`config.mk`:
```
export PLATFORM = sky130hd
export DESIGN_NAME = board_shell
export DESIGN_NICKNAME = d
export VERILOG_FILES = /design/src/design/board_pkg.sv /design/src/design/board_shell.sv /design/src/design/cfg_spi_rx.sv /design/src/design/control_mapper.sv /design/src/design/ps2_key_joy.sv /design/src/design/scanline_mixer.sv /design/src/design/sd_dac.sv
export SDC_FILE = /design/constraint.sdc
export NUM_CORES = 1
export LEC_CHECK = 0
export BUFFER_PORTS_ARGS = -buffer_cell sky130_fd_sc_hd__buf_4
export CAP_MARGIN = 20
export CORE_MARGIN = 8
export CORE_UTILIZATION = 55
export CTS_CLUSTER_DIAMETER = 200
export CTS_CLUSTER_SIZE = 40
export DETAILED_ROUTE_END_ITERATION = 8
export PLACE_DENSITY = 0.79
export SLEW_MARGIN = 15
export SYNTH_ARGS = -nofsm -noshare
export SYNTH_HDL_FRONTEND = slang
export SYNTH_SLANG_ARGS = --single-unit
```
`constraint.sdc`:
```
create_clock -name clk_sys -period 6.5 [get_ports clk_sys]
set_input_delay 0 -clock clk_sys [delete_from_list [all_inputs] [get_ports clk_sys]]
set_output_delay 0 -clock clk_sys [all_outputs]
set_load 0.03 [all_outputs]
```
`src/design/board_pkg.sv`:
```
`default_nettype none

package board_pkg;

	// SPI command bytes from the board controller.
	localparam logic [7:0] CMD_STATUS = 8'h1e;
	localparam logic [7:0] CMD_JOY    = 8'h02;

	localparam int unsigned SPI_FRAME_BITS = 40;
	localparam int unsigned SPI_CNT_W      = 6;

	// PS/2 set 2 scan codes.
	localparam logic [7:0] KEY_SPACE = 8'h29;
	localparam logic [7:0] KEY_1     = 8'h16;
	localparam logic [7:0] KEY_2     = 8'h1e;
	localparam logic [7:0] KEY_5     = 8'h2e;
	localparam logic [7:0] KEY_UP    = 8'h75;
	localparam logic [7:0] KEY_DOWN  = 8'h72;
	localparam logic [7:0] KEY_LEFT  = 8'h6b;
	localparam logic [7:0] KEY_RIGHT = 8'h74;
	localparam logic [7:0] KEY_BREAK = 8'hf0;
	localparam logic [7:0] KEY_EXT   = 8'he0;

	localparam int unsigned PS2_CNT_W    = 4;
	localparam int unsigned PS2_STOP_BIT = 10;

	// Colour levels on scanline rows.
	localparam logic [5:0] LVL_FULL  = 6'd63;
	localparam logic [5:0] LVL_DIM25 = 6'd47;
	localparam logic [5:0] LVL_DIM50 = 6'd31;

	typedef struct packed {
		logic [24:0] rsv_hi;
		logic        reset_menu;
		logic        rsv_5;
		logic [1:0]  fx;
		logic        rotate;
		logic        rsv_1;
		logic        reset_req;
	} status_t;

	typedef struct packed {
		logic [2:0] unused;
		logic       fire;
		logic       up;
		logic       down;
		logic       left;
		logic       right;
	} joy_t;

	typedef struct packed {
		joy_t        joy1;
		joy_t        joy0;
		logic [15:0] pad;
	} joy_pair_t;

	// One payload word, decoded by the command byte.
	typedef union packed {
		status_t   status;
		joy_pair_t joys;
	} spi_payload_u;

	typedef struct packed {
		logic [1:0] rsv;
		logic       right;
		logic       left;
		logic       down;
		logic       up;
		logic       coin;
		logic       start2;
		logic       start1;
		logic       fire;
	} kbjoy_t;

	typedef struct packed {
		logic up;
		logic down;
		logic left;
		logic right;
		logic fire;
		logic start1;
		logic start2;
		logic coin;
		logic core_reset;
	} player_ctl_t;

	typedef struct packed {
		logic [5:0] r;
		logic [5:0] g;
		logic [5:0] b;
	} rgb6_t;

endpackage

`default_nettype wire

```
`src/design/board_shell.sv`:
```
`timescale 1ns/1ps
`default_nettype none

module board_shell import board_pkg::*; (
	input  logic        clk_sys,
	input  logic        arst_n,
	input  logic        spi_sck,
	input  logic        spi_di,
	input  logic        spi_ss,
	input  logic        ps2_clk,
	input  logic        ps2_data,
	output logic [5:0]  vga_r,
	output logic [5:0]  vga_g,
	output logic [5:0]  vga_b,
	output logic        vga_hs,
	output logic        vga_vs,
	output logic        audio_l,
	output logic        audio_r,
	output logic        led,
	output player_ctl_t ctl,
	output logic        core_reset,
	input  logic        ce_pix,
	input  logic        core_r,
	input  logic        core_g,
	input  logic        core_b,
	input  logic        core_hs,
	input  logic        core_vs,
	input  logic [15:0] core_audio
);

	status_t status;
	joy_t    joy0;
	joy_t    joy1;
	kbjoy_t  kbjoy;
	rgb6_t   rgb;

	cfg_spi_rx u_cfg (
		.clk_sys (clk_sys),
		.arst_n  (arst_n),
		.spi_sck (spi_sck),
		.spi_di  (spi_di),
		.spi_ss  (spi_ss),
		.status  (status),
		.joy0    (joy0),
		.joy1    (joy1)
	);

	ps2_key_joy u_kbd (
		.clk_sys  (clk_sys),
		.arst_n   (arst_n),
		.ps2_clk  (ps2_clk),
		.ps2_data (ps2_data),
		.kbjoy    (kbjoy)
	);

	control_mapper u_ctl (
		.clk_sys (clk_sys),
		.arst_n  (arst_n),
		.status  (status),
		.joy0    (joy0),
		.joy1    (joy1),
		.kbjoy   (kbjoy),
		.ctl     (ctl)
	);

	scanline_mixer u_mixer (
		.clk_sys (clk_sys),
		.arst_n  (arst_n),
		.ce_pix  (ce_pix),
		.r       (core_r),
		.g       (core_g),
		.b       (core_b),
		.hs      (core_hs),
		.vs      (core_vs),
		.fx      (status.fx),
		.rgb     (rgb),
		.vga_hs  (vga_hs),
		.vga_vs  (vga_vs)
	);

	// Top 12 bits of the core sample.
	sd_dac u_dac (
		.clk_sys (clk_sys),
		.arst_n  (arst_n),
		.level   (core_audio[15:4]),
		.dac_out (audio_l)
	);

	assign vga_r      = rgb.r;
	assign vga_g      = rgb.g;
	assign vga_b      = rgb.b;
	assign audio_r    = audio_l;
	assign led        = 1'b1;
	assign core_reset = ctl.core_reset;

endmodule

`default_nettype wire

```
`src/design/cfg_spi_rx.sv`:
```
`timescale 1ns/1ps
`default_nettype none

module cfg_spi_rx import board_pkg::*; (
	input  logic    clk_sys,
	input  logic    arst_n,
	input  logic    spi_sck,
	input  logic    spi_di,
	input  logic    spi_ss,
	output status_t status,
	output joy_t    joy0,
	output joy_t    joy1
);

	logic [2:0]                sck_q;
	logic [2:0]                ss_q;
	logic [1:0]                di_q;
	logic                      sck_rise;
	logic                      ss_rise;
	logic [SPI_FRAME_BITS-1:0] shift_q;
	logic [SPI_CNT_W-1:0]      bit_cnt;
	logic [7:0]                cmd;
	spi_payload_u              payload;
	logic                      frame_ok;

	// Two sync flops, the third stage only for edge detection.
	always_ff @(posedge clk_sys or negedge arst_n) begin
		if (!arst_n) begin
			sck_q <= '0;
			ss_q  <= '1;
			di_q  <= '0;
		end else begin
			sck_q <= {sck_q[1:0], spi_sck};
			ss_q  <= {ss_q[1:0], spi_ss};
			di_q  <= {di_q[0], spi_di};
		end
	end

	assign sck_rise = sck_q[1] & ~sck_q[2];
	assign ss_rise  = ss_q[1] & ~ss_q[2];

	// MSB first while selected; count saturates on overlong frames.
	always_ff @(posedge clk_sys or negedge arst_n) begin
		if (!arst_n) begin
			shift_q <= '0;
			bit_cnt <= '0;
		end else if (ss_q[1]) begin
			bit_cnt <= '0;
		end else if (sck_rise) begin
			shift_q <= {shift_q[SPI_FRAME_BITS-2:0], di_q[1]};
			if (bit_cnt != '1) begin
				bit_cnt <= bit_cnt + 1'b1;
			end
		end
	end

	assign cmd      = shift_q[SPI_FRAME_BITS-1:SPI_FRAME_BITS-8];
	assign payload  = shift_q[31:0];
	assign frame_ok = ss_rise && (bit_cnt == SPI_CNT_W'(SPI_FRAME_BITS));

	always_ff @(posedge clk_sys or negedge arst_n) begin
		if (!arst_n) begin
			status <= '0;
			joy0   <= '0;
			joy1   <= '0;
		end else if (frame_ok) begin
			case (cmd)
				CMD_STATUS: status <= payload.status;
				CMD_JOY: begin
					joy0 <= payload.joys.joy0;
					joy1 <= payload.joys.joy1;
				end
				default: ;
			endcase
		end
	end

endmodule

`default_nettype wire

```
`src/design/control_mapper.sv`:
```
`timescale 1ns/1ps
`default_nettype none

module control_mapper import board_pkg::*; (
	input  logic        clk_sys,
	input  logic        arst_n,
	input  status_t     status,
	input  joy_t        joy0,
	input  joy_t        joy1,
	input  kbjoy_t      kbjoy,
	output player_ctl_t ctl
);

	logic        any_up;
	logic        any_down;
	logic        any_left;
	logic        any_right;
	player_ctl_t ctl_d;

	assign any_up    = kbjoy.up    | joy0.up    | joy1.up;
	assign any_down  = kbjoy.down  | joy0.down  | joy1.down;
	assign any_left  = kbjoy.left  | joy0.left  | joy1.left;
	assign any_right = kbjoy.right | joy0.right | joy1.right;

	always_comb begin
		// Sideways cabinet turns the stick a quarter.
		ctl_d.up         = status.rotate ? any_left  : any_up;
		ctl_d.down       = status.rotate ? any_right : any_down;
		ctl_d.left       = status.rotate ? any_down  : any_left;
		ctl_d.right      = status.rotate ? any_up    : any_right;
		ctl_d.fire       = kbjoy.fire | joy0.fire | joy1.fire;
		ctl_d.start1     = kbjoy.start1;
		ctl_d.start2     = kbjoy.start2;
		ctl_d.coin       = kbjoy.coin;
		ctl_d.core_reset = status.reset_req | status.reset_menu;
	end

	always_ff @(posedge clk_sys or negedge arst_n) begin
		if (!arst_n) begin
			ctl <= '{core_reset: 1'b1, default: 1'b0};
		end else begin
			ctl <= ctl_d;
		end
	end

endmodule

`default_nettype wire

```
`src/design/ps2_key_joy.sv`:
```
`timescale 1ns/1ps
`default_nettype none

module ps2_key_joy import board_pkg::*; (
	input  logic   clk_sys,
	input  logic   arst_n,
	input  logic   ps2_clk,
	input  logic   ps2_data,
	output kbjoy_t kbjoy
);

	logic [2:0]           clk_q;
	logic [1:0]           data_q;
	logic                 clk_fall;
	logic [PS2_CNT_W-1:0] bit_cnt;
	logic [7:0]           data_sr;
	logic                 par_q;
	logic                 frame_done;
	logic                 brk_q;
	logic                 ext_q;

	// Bus idles high.
	always_ff @(posedge clk_sys or negedge arst_n) begin
		if (!arst_n) begin
			clk_q  <= '1;
			data_q <= '1;
		end else begin
			clk_q  <= {clk_q[1:0], ps2_clk};
			data_q <= {data_q[0], ps2_data};
		end
	end

	assign clk_fall = clk_q[2] & ~clk_q[1];

	always_ff @(posedge clk_sys or negedge arst_n) begin
		if (!arst_n) begin
			bit_cnt <= '0;
			data_sr <= '0;
			par_q   <= 1'b0;
		end else if (clk_fall) begin
			if (bit_cnt == '0) begin
				// Wait for a start bit.
				if (!data_q[1]) begin
					bit_cnt <= bit_cnt + 1'b1;
				end
			end else if (bit_cnt == PS2_CNT_W'(PS2_STOP_BIT)) begin
				bit_cnt <= '0;
			end else begin
				if (bit_cnt == PS2_CNT_W'(PS2_STOP_BIT - 1)) begin
					par_q <= data_q[1];
				end else begin
					data_sr <= {data_q[1], data_sr[7:1]};
				end
				bit_cnt <= bit_cnt + 1'b1;
			end
		end
	end

	// Stop bit high and odd parity over data plus parity.
	assign frame_done = clk_fall && (bit_cnt == PS2_CNT_W'(PS2_STOP_BIT)) &&
		data_q[1] && (^{par_q, data_sr});

	always_ff @(posedge clk_sys or negedge arst_n) begin
		if (!arst_n) begin
			kbjoy <= '0;
			brk_q <= 1'b0;
			ext_q <= 1'b0;
		end else if (frame_done) begin
			if (data_sr == KEY_BREAK) begin
				brk_q <= 1'b1;
			end else if (data_sr == KEY_EXT) begin
				ext_q <= 1'b1;
			end else begin
				brk_q <= 1'b0;
				ext_q <= 1'b0;
				if (ext_q) begin
					case (data_sr)
						KEY_UP:    kbjoy.up    <= ~brk_q;
						KEY_DOWN:  kbjoy.down  <= ~brk_q;
						KEY_LEFT:  kbjoy.left  <= ~brk_q;
						KEY_RIGHT: kbjoy.right <= ~brk_q;
						default: ;
					endcase
				end else begin
					case (data_sr)
						KEY_SPACE: kbjoy.fire   <= ~brk_q;
						KEY_1:     kbjoy.start1 <= ~brk_q;
						KEY_2:     kbjoy.start2 <= ~brk_q;
						KEY_5:     kbjoy.coin   <= ~brk_q;
						default: ;
					endcase
				end
			end
		end
	end

endmodule

`default_nettype wire

```
`src/design/scanline_mixer.sv`:
```
`timescale 1ns/1ps
`default_nettype none

module scanline_mixer import board_pkg::*; (
	input  logic       clk_sys,
	input  logic       arst_n,
	input  logic       ce_pix,
	input  logic       r,
	input  logic       g,
	input  logic       b,
	input  logic       hs,
	input  logic       vs,
	input  logic [1:0] fx,
	output rgb6_t      rgb,
	output logic       vga_hs,
	output logic       vga_vs
);

	logic       hs_prev;
	logic       odd_q;
	logic [5:0] hi_lvl;

	// Line parity, restarted in vertical sync.
	always_ff @(posedge clk_sys or negedge arst_n) begin
		if (!arst_n) begin
			hs_prev <= 1'b1;
			odd_q   <= 1'b0;
		end else begin
			hs_prev <= hs;
			if (!vs) begin
				odd_q <= 1'b0;
			end else if (hs_prev && !hs) begin
				odd_q <= ~odd_q;
			end
		end
	end

	always_comb begin
		hi_lvl = LVL_FULL;
		if (odd_q) begin
			case (fx)
				2'd2: hi_lvl = LVL_DIM25;
				2'd3: hi_lvl = LVL_DIM50;
				default: ;
			endcase
		end
	end

	// Colour and sync share one register stage.
	always_ff @(posedge clk_sys or negedge arst_n) begin
		if (!arst_n) begin
			rgb    <= '0;
			vga_hs <= 1'b1;
			vga_vs <= 1'b1;
		end else if (ce_pix) begin
			rgb.r  <= {6{r}} & hi_lvl;
			rgb.g  <= {6{g}} & hi_lvl;
			rgb.b  <= {6{b}} & hi_lvl;
			vga_hs <= hs;
			vga_vs <= vs;
		end
	end

endmodule

`default_nettype wire

```
`src/design/sd_dac.sv`:
```
`timescale 1ns/1ps
`default_nettype none

module sd_dac (
	input  logic        clk_sys,
	input  logic        arst_n,
	input  logic [11:0] level,
	output logic        dac_out
);

	logic [11:0] acc_q;
	logic [11:0] sum;
	logic        carry;

	assign {carry, sum} = {1'b0, acc_q} + {1'b0, level};

	always_ff @(posedge clk_sys or negedge arst_n) begin
		if (!arst_n) begin
			acc_q <= '0;
		end else begin
			acc_q <= sum;
		end
	end

	// Overflow density tracks level over each 4096-cycle period.
	assign dac_out = carry;

endmodule

`default_nettype wire

```
==> flow_summary.json, run 1 <==
{
  "status": "finished clean",
  "cp.arrival_ns": 3.19,
  "synth_edf_count": 0,
  "clock_power_share_pct": 37.7,
  "drive_above_1_share_pct": 32.0,
  "ys_warn_count": 0,
  "combPwrFrac_pct": 26.5,
  "peakVddDrop_v": 0.000200,
  "grt_use_total_pct": 16.0,
  "ios": 62,
  "n_antenna_cell": 0,
  "clk_path_buf_depth": 2,
  "synth-simple-area-share_pct": 8.37,
  "synth_xor_area_share_pct": 2.82,
  "final_common_cell": "dfrtp_1",
  "worstReg2RegEnd": "u_dac.acc_q[10]$_DFF_PN0_",
  "synth_top_family_by_area": "multiplexers",
  "start_util_pct": 56.1,
  "nNetsFinal": 596,
  "drv_cap": 0,
  "worstMarginPinSlew_ns": 0.890,
  "num_rows": 37,
  "switching_power_mw": 0.808,
  "tritoncts": "built",
  "crit_type": "reg2reg",
  "hpwl_um": 6530,
  "routedWlPerCell_um": 15.3,
  "leakage_nw": 3.51,
  "grt_max_degree": 68,
  "grt_pass1_wl_um": 18300,
  "mostFrequentLayoutCells": "dfrtp_1 (119), mux2_2 (68), buf_4 (58), ha_1 (32), dlygate4sd3_1 (28)",
  "syn_inst": 451,
  "reg2regPathDepth": 8,
  "clkTransAtPathRegs_ns": 0.06,
  "synth_compound_area_share_pct": 5.44,
  "ys.flop_type": "dfrtp_1",
  "placed_area_um2": 6250,
  "worstPathMaxFanout": 3,
  "remaining_drc_errors": 0,
  "avgSynthCellArea_um2": 12.8,
  "fin_crit_ns": 2.74,
  "via_count": 3601,
  "numCtsBuffers": 17,
  "cellPowerDensity_nw_per_um2": 393,
  "first_iter_violations": 175,
  "crit_path_end_kind": "register",
  "swShare_pct": 28.5,
  "cp.required_ns": 6.94,
  "clockRootBuffer": "clkbuf_8",
  "crit_path_start_kind": "register",
  "seq_area_frac_synth_pct": 57.1,
  "cts_sinks": 131,
  "die_area_um2": 14000,
  "globalplace.congestion": 0.790,
  "dr.pass1.iters": 5,
  "setup_viol": 0,
  "cts_resized": 0,
  "insertion_delay_ns": 0.51,
  "stdcell_area_um2": 7200,
  "rr_startpoint": "u_dac.acc_q[0]$_DFF_PN0_",
  "maxSlewViolCount": 0,
  "fin_crit_sh_pct": 42.2,
  "ys_seq_elements": 131,
  "finalWirelength_um": 10500,
  "synth_nets": 513,
  "final_util_pct": 70.1,
  "ant_nets": 0,
  "slew_headroom_pct": 40.3,
  "viasPerCell": 5.27,
  "ys_async_sr_fraction_pct": 100,
  "instances_no_fill": 683,
  "synthAdderAreaFrac_pct": 7.29,
  "overflow": 0,
  "hp-class": "in2async",
  "intPower_mw": 2.02,
  "setup_tns_ns": 0,
  "synth.distinct_cells": 44,
  "fin_skew_ns": 0.00817,
  "dp.cells": 623,
  "grt_pass1_vias": 3817,
  "max_freq_ghz": 0.365,
  "die_h_um": 118,
  "io_buffers": 56,
  "fp.dieW_um": 118,
  "antenna_found_initial": 0,
  "syn_area_um2": 5770,
  "cts_htree_levels": 4,
  "hold_viol_final": 0,
  "rsz0062_at_grt": "false",
  "p_seq_share_pct": 35.9,
  "synthMuxAreaShare_pct": 15.2,
  "reg2reg_setup_slack_ns": 3.76,
  "core-area_um2": 10300,
  "syn2layout_area_growth_pct": 24.8
}
## sequential cells by signal, summed over array words and instances (netlist names), 3 cells and up
name,flops
u_kbd.kbjoy,8
u_cfg.joy1,5
u_cfg.joy0,5
u_cfg.shift_q,40
u_cfg.status,5
u_ctl.ctl,9
u_kbd.clk_q,3
u_mixer.rgb,9
u_dac.acc_q,12
u_cfg.bit_cnt,6
u_cfg.ss_q,3
u_cfg.sck_q,3
u_kbd.bit_cnt,4
u_kbd.data_sr,8
## power groups by stage
stage	clock network (mW)	logic, mW	registers, mW
after floorplan	0	0.534	1.02
after global placement	0	0.664	1.02
after detailed placement	0	0.686	1.03
after CTS	1.09	0.742	1.02
after global routing	1.12	0.836	1.03
final	1.07	0.749	1.02
## worst max path at each step
stage	from	to	cells past startpoint
2_1_floorplan	u_kbd.data_sr[6]$_DFFE_PN0P_	u_kbd.kbjoy[4]$_DFFE_PN0P_	8
3_3_place_gp	u_kbd.data_sr[6]$_DFFE_PN0P_	u_kbd.kbjoy[5]$_DFFE_PN0P_	7
3_5_place_dp	u_kbd.data_sr[6]$_DFFE_PN0P_	u_kbd.kbjoy[5]$_DFFE_PN0P_	7
4_1_cts	u_dac.acc_q[0]$_DFF_PN0_	u_dac.acc_q[10]$_DFF_PN0_	8
5_1_grt	u_kbd.data_sr[6]$_DFFE_PN0P_	u_kbd.kbjoy[7]$_DFFE_PN0P_	7
6_report	u_dac.acc_q[0]$_DFF_PN0_	u_dac.acc_q[10]$_DFF_PN0_	8
## kinds of logic (layout without fill, tap and decap cells)
family	after synthesis	count (layout)
adder cells (fa/ha/maj)	33	33
other	1	1
XOR/XNOR	17	17
AND/OR/NAND/NOR	92	92
multiplexers	79	79
buffers and inverters	46	142
AO/OA/AOI/OAI	52	52
flip-flops	131	131
## worst max-delay path, cell delays in order (launching register included)
cell,delay (ns)
dfrtp_1,0.36
ha_1,0.21
fa_1,0.47
a211oi_1,0.33
o211ai_1,0.19
a31o_2,0.26
a21oi_1,0.18
xnor2_1,0.13
dlygate4sd3_1,0.56
## metal layers
| layer | GRT usage, % | up-vias | share of wire, % |
|---|---|---|---|
| li1 | - | 1724 | - |
| met1 | 18.5 | 1802 | 43 |
| met2 | 26.7 | 69 | 51 |
| met3 | 5.71 | 6 | 5.4 |
| met4 | 6.17 | 0 | 0.71 |
| met5 | 0 | - | 0 |
## cells in the mapped netlist, drive strengths merged (2+ instances only)
master / instances / share of area (%)
nor3: 7 / 0.61
a211oi: 3 / 0.39
clkbuf: 9 / 0.59
nand3: 7 / 0.61
a31o: 2 / 0.30
dfstp: 12 / 5.5
xnor2: 11 / 1.7
a21oi: 12 / 1.0
nor4bb: 2 / 0.35
nand2b: 4 / 0.43
a21o: 3 / 0.39
nand4: 7 / 0.76
nor2b: 3 / 0.33
o21a: 3 / 0.39
xor2: 5 / 0.76
o211ai: 2 / 0.26
mux2i: 11 / 1.9
buf: 13 / 1.6
nand2: 22 / 1.4
nor4: 7 / 1.0
nor2: 21 / 1.4
or2: 2 / 0.22
and3: 4 / 0.43
o22ai: 8 / 0.87
ha: 32 / 6.9
inv: 24 / 1.6
mux2: 68 / 13
o21ai: 16 / 1.4
dfrtp: 119 / 52
## metrics by stage
step / hold WS [ns] / power, mW / worst slack (ns)
2_1_floorplan: -0.296 / 1.55 / 4.19
3_3_place_gp: 0.108 / 1.68 / 3.88
3_5_place_dp: 0.110 / 1.71 / 3.83
4_1_cts: 0.112 / 2.85 / 3.80
5_1_grt: 0.115 / 2.99 / 3.56
6_report: 0.127 / 2.83 / 3.76
## final cells by class
cell class,count,area [um2]
clock inverters,12,225
clock buffers,20,445
flip-flops and latches,131,3290
well taps,136,170
multi-input cells,274,2260
repair buffers,86,716
fillers,699,3080
inverters,24,90.1
## timing repair
action                                 in CTS  in global routing
setup buffers                               0                  0
endpoints found under the hold margin      95                  0
hold buffers                               28                  0
No activity file was read; power rests on OpenSTA's default activity.
==> inputs of run 2 (changes only) <==
Settings changed: ABC_AREA set to 1.
Clock period 6.5 ns to 2.7 ns, I/O delays scaled along.
==> run 2 against run 1 <==
Critical path depth rose by 1. Die area is 4.8% higher. Critical path type is now reg2out. Largest power group is now registers. Sequential power increased by 130%. Power up 130%. Register-to-register slack worse by 3.2 ns. Synthesized area is 5.6% higher. Hold slack worse by 0.046 ns. Largest cell class unchanged.
==> flow_summary.json, run 2 <==
{
  "leakage_nw": 3.82,
  "drive_above_1_share_pct": 13.6,
  "largest_reg_flops": 40,
  "hp-class": "in2async",
  "cts_htree_levels": 4,
  "viasPerCell": 5.28,
  "remaining_drc_errors": 0,
  "avgSynthCellArea_um2": 8.83,
  "insertion_delay_ns": 0.52,
  "fp.dieW_um": 121,
  "num_rows": 38,
  "synth_edf_count": 0,
  "n_fill_cell": 796,
  "clockRootBuffer": "clkbuf_8",
  "worstMarginPinSlew_ns": 0.709,
  "setup_ws_ns": 0.390,
  "finalWirelength_um": 13300,
  "ys.flop_type": "dfrtp_1",
  "ios": 62,
  "crit_path_end_kind": "primary output",
  "setup_viol": 0,
  "hold_ws_ns": 0.0812,
  "grt_pass1_wl_um": 23000,
  "antenna_found_initial": 2,
  "core-area_um2": 10800,
  "setup_tns_ns": 0,
  "first_iter_violations": 467,
  "overflow": 0,
  "largest-register": "u_cfg.shift_q",
  "dp.cells": 863,
  "die_area_um2": 14700,
  "ys_warn_count": 0,
  "routedWlPerCell_um": 14.4,
  "dr.pass1.iters": 5,
  "cp.arrival_ns": 2.31,
  "numCtsBuffers": 17,
  "status": "finished clean",
  "io_buffers": 56,
  "clk_path_buf_depth": 2,
  "instances_no_fill": 922,
  "tritoncts": "built",
  "grt_max_degree": 80,
  "post-place-ws_ns": 0.669,
  "cellPowerDensity_nw_per_um2": 885,
  "start_util_pct": 56.2,
  "hold_viol_final": 0,
  "mostFrequentLayoutCells": "nand2_1 (243), dfrtp_1 (119), buf_4 (59), inv_1 (58), nor2_1 (43)",
  "seq_area_frac_synth_pct": 54.1,
  "top_regs": "u_cfg.shift_q (40), u_dac.acc_q (12)",
  "grt_pass1_vias": 5050,
  "clkTransAtPathRegs_ns": 0.06,
  "syn_area_um2": 6090,
  "maxSlewViolCount": 0,
  "final_common_cell": "nand2_1",
  "crit_type": "reg2out",
  "synthTopCellsByArea": "dfrtp_1 (49%), nand2_1 (15%), ha_1 (6.6%)",
  "drv_cap": 0,
  "rsz0062_at_grt": "false",
  "max_freq_ghz": 0.433,
  "final_util_pct": 68.5,
  "synth.distinct_cells": 34,
  "crit_path_start_kind": "register",
  "nNetsFinal": 830,
  "synth_nets": 752,
  "ys_seq_elements": 131,
  "via_count": 4864,
  "yosysMostFrequentCell": "nand2_1",
  "fin_skew_ns": 0.0109,
  "hpwl_um": 8390,
  "syn2layout_area_growth_pct": 22.0,
  "peakVddDrop_v": 0.000643,
  "slew_headroom_pct": 52.6,
  "synth_top_area_share_pct": 48.9,
  "syn_inst": 690,
  "cp.required_ns": 2.70,
  "fin_crit_sh_pct": 85.6,
  "ys_async_sr_fraction_pct": 100,
  "synth_top_cell_by_area": "dfrtp_1",
  "die_h_um": 121,
  "globalplace.congestion": 0.880,
  "grt_use_total_pct": 19.4,
  "ant_nets": 0,
  "synth.top_cells.by_count": "nand2_1 (243), dfrtp_1 (119), inv_1 (58)",
  "fin_crit_ns": 2.31,
  "cts_sinks": 131,
  "worstPathMaxFanout": 4
}
## run 2: per-layer routing
layer | GRT usage [%] | share of wire (%) | up-vias
li1 | - | - | 2368
met3 | 4.93 | 3.8 | 32
met4 | 8.87 | 2.6 | 0
met1 | 21.8 | 40 | 2340
met2 | 33.8 | 53 | 124
met5 | 0 | 0 | -
## run 2: per-stage QoR
stage | instance area, um2 | power [mW]
2_1_floorplan | 6090 | 3.78
3_3_place_gp | 6560 | 4.12
3_5_place_dp | 6560 | 4.20
4_1_cts | 7400 | 6.57
5_1_grt | 7430 | 6.97
6_report | 7430 | 6.57
## run 2: cells by family (layout without fill, tap and decap cells)
| kind of cell | after synthesis | count (layout) | share of synthesized area, % |
|---|---|---|---|
| other | 1 | 3 | 0.0616 |
| AOI/OAI and AO/OA | 62 | 62 | 5.38 |
| xor gates and xnor gates | 10 | 10 | 1.44 |
| muxes | 3 | 3 | 0.514 |
| and+or+nand+nor | 364 | 364 | 25.2 |
| buffers and inverters | 86 | 176 | 6.41 |
| DFF | 131 | 131 | 54.1 |
| adders and majority gates | 33 | 33 | 6.90 |
## run 2: where the power goes
group | leakage (nW) | switching [mW] | internal, mW
Combinational | 1.82 | 1.25 | 0.651
Clock | 0.287 | 0.787 | 1.50
Sequential | 1.71 | 0.169 | 2.22
## run 2: layout make-up
class                           count  area (um2)  share of cell area (%)
Antenna cell                        2        5.00                  0.0674
Clock buffer                       27         492                    6.62
Clock inverter                      4        95.1                    1.28
Inverter                           59         221                    2.98
Multi-Input combinational cell    473        2410                    32.4
Sequential cell                   131        3290                    44.3
Tap cell                          140         175                    2.36
Timing Repair Buffer               86         741                    9.97
## run 2: final timing paths
kind | cells past startpoint | to | slack, ns | start
max | 9 | audio_r | 0.39 | u_dac.acc_q[0]$_DFF_PN0_
min | 2 | u_mixer.rgb[10]$_DFFE_PN0P_ | 0.08 | arst_n
max reg2reg | 6 | u_dac.acc_q[4]$_DFF_PN0_ | 0.58 | u_dac.acc_q[0]$_DFF_PN0_
min reg2reg | 0 | u_cfg.sck_q[1]$_DFF_PN0_ | 0.35 | u_cfg.sck_q[0]$_DFF_PN0_
max in group asynchronous | 3 | u_cfg.ss_q[2]$_DFF_PN1_ | 1.74 | arst_n
min in group clk_sys | 2 | u_cfg.di_q[0]$_DFF_PN0_ | 0.14 | spi_di
## run 2: repair_timing
item | CTS | global route
setup buffers | 0 | 0
hold buffers | 25 | 0
gates resized for setup | 0 | 0
endpoints found under the hold margin | 82 | 0
## run 2: critical path, stage by stage, from the launching register on
cell     delay [ns]
dfrtp_1        0.37
ha_1           0.24
fa_1           0.49
nand3_1        0.12
nand2_1        0.09
nand2_1        0.07
nand2_1        0.09
nand2_1        0.07
nand3_1        0.08
buf_4          0.18
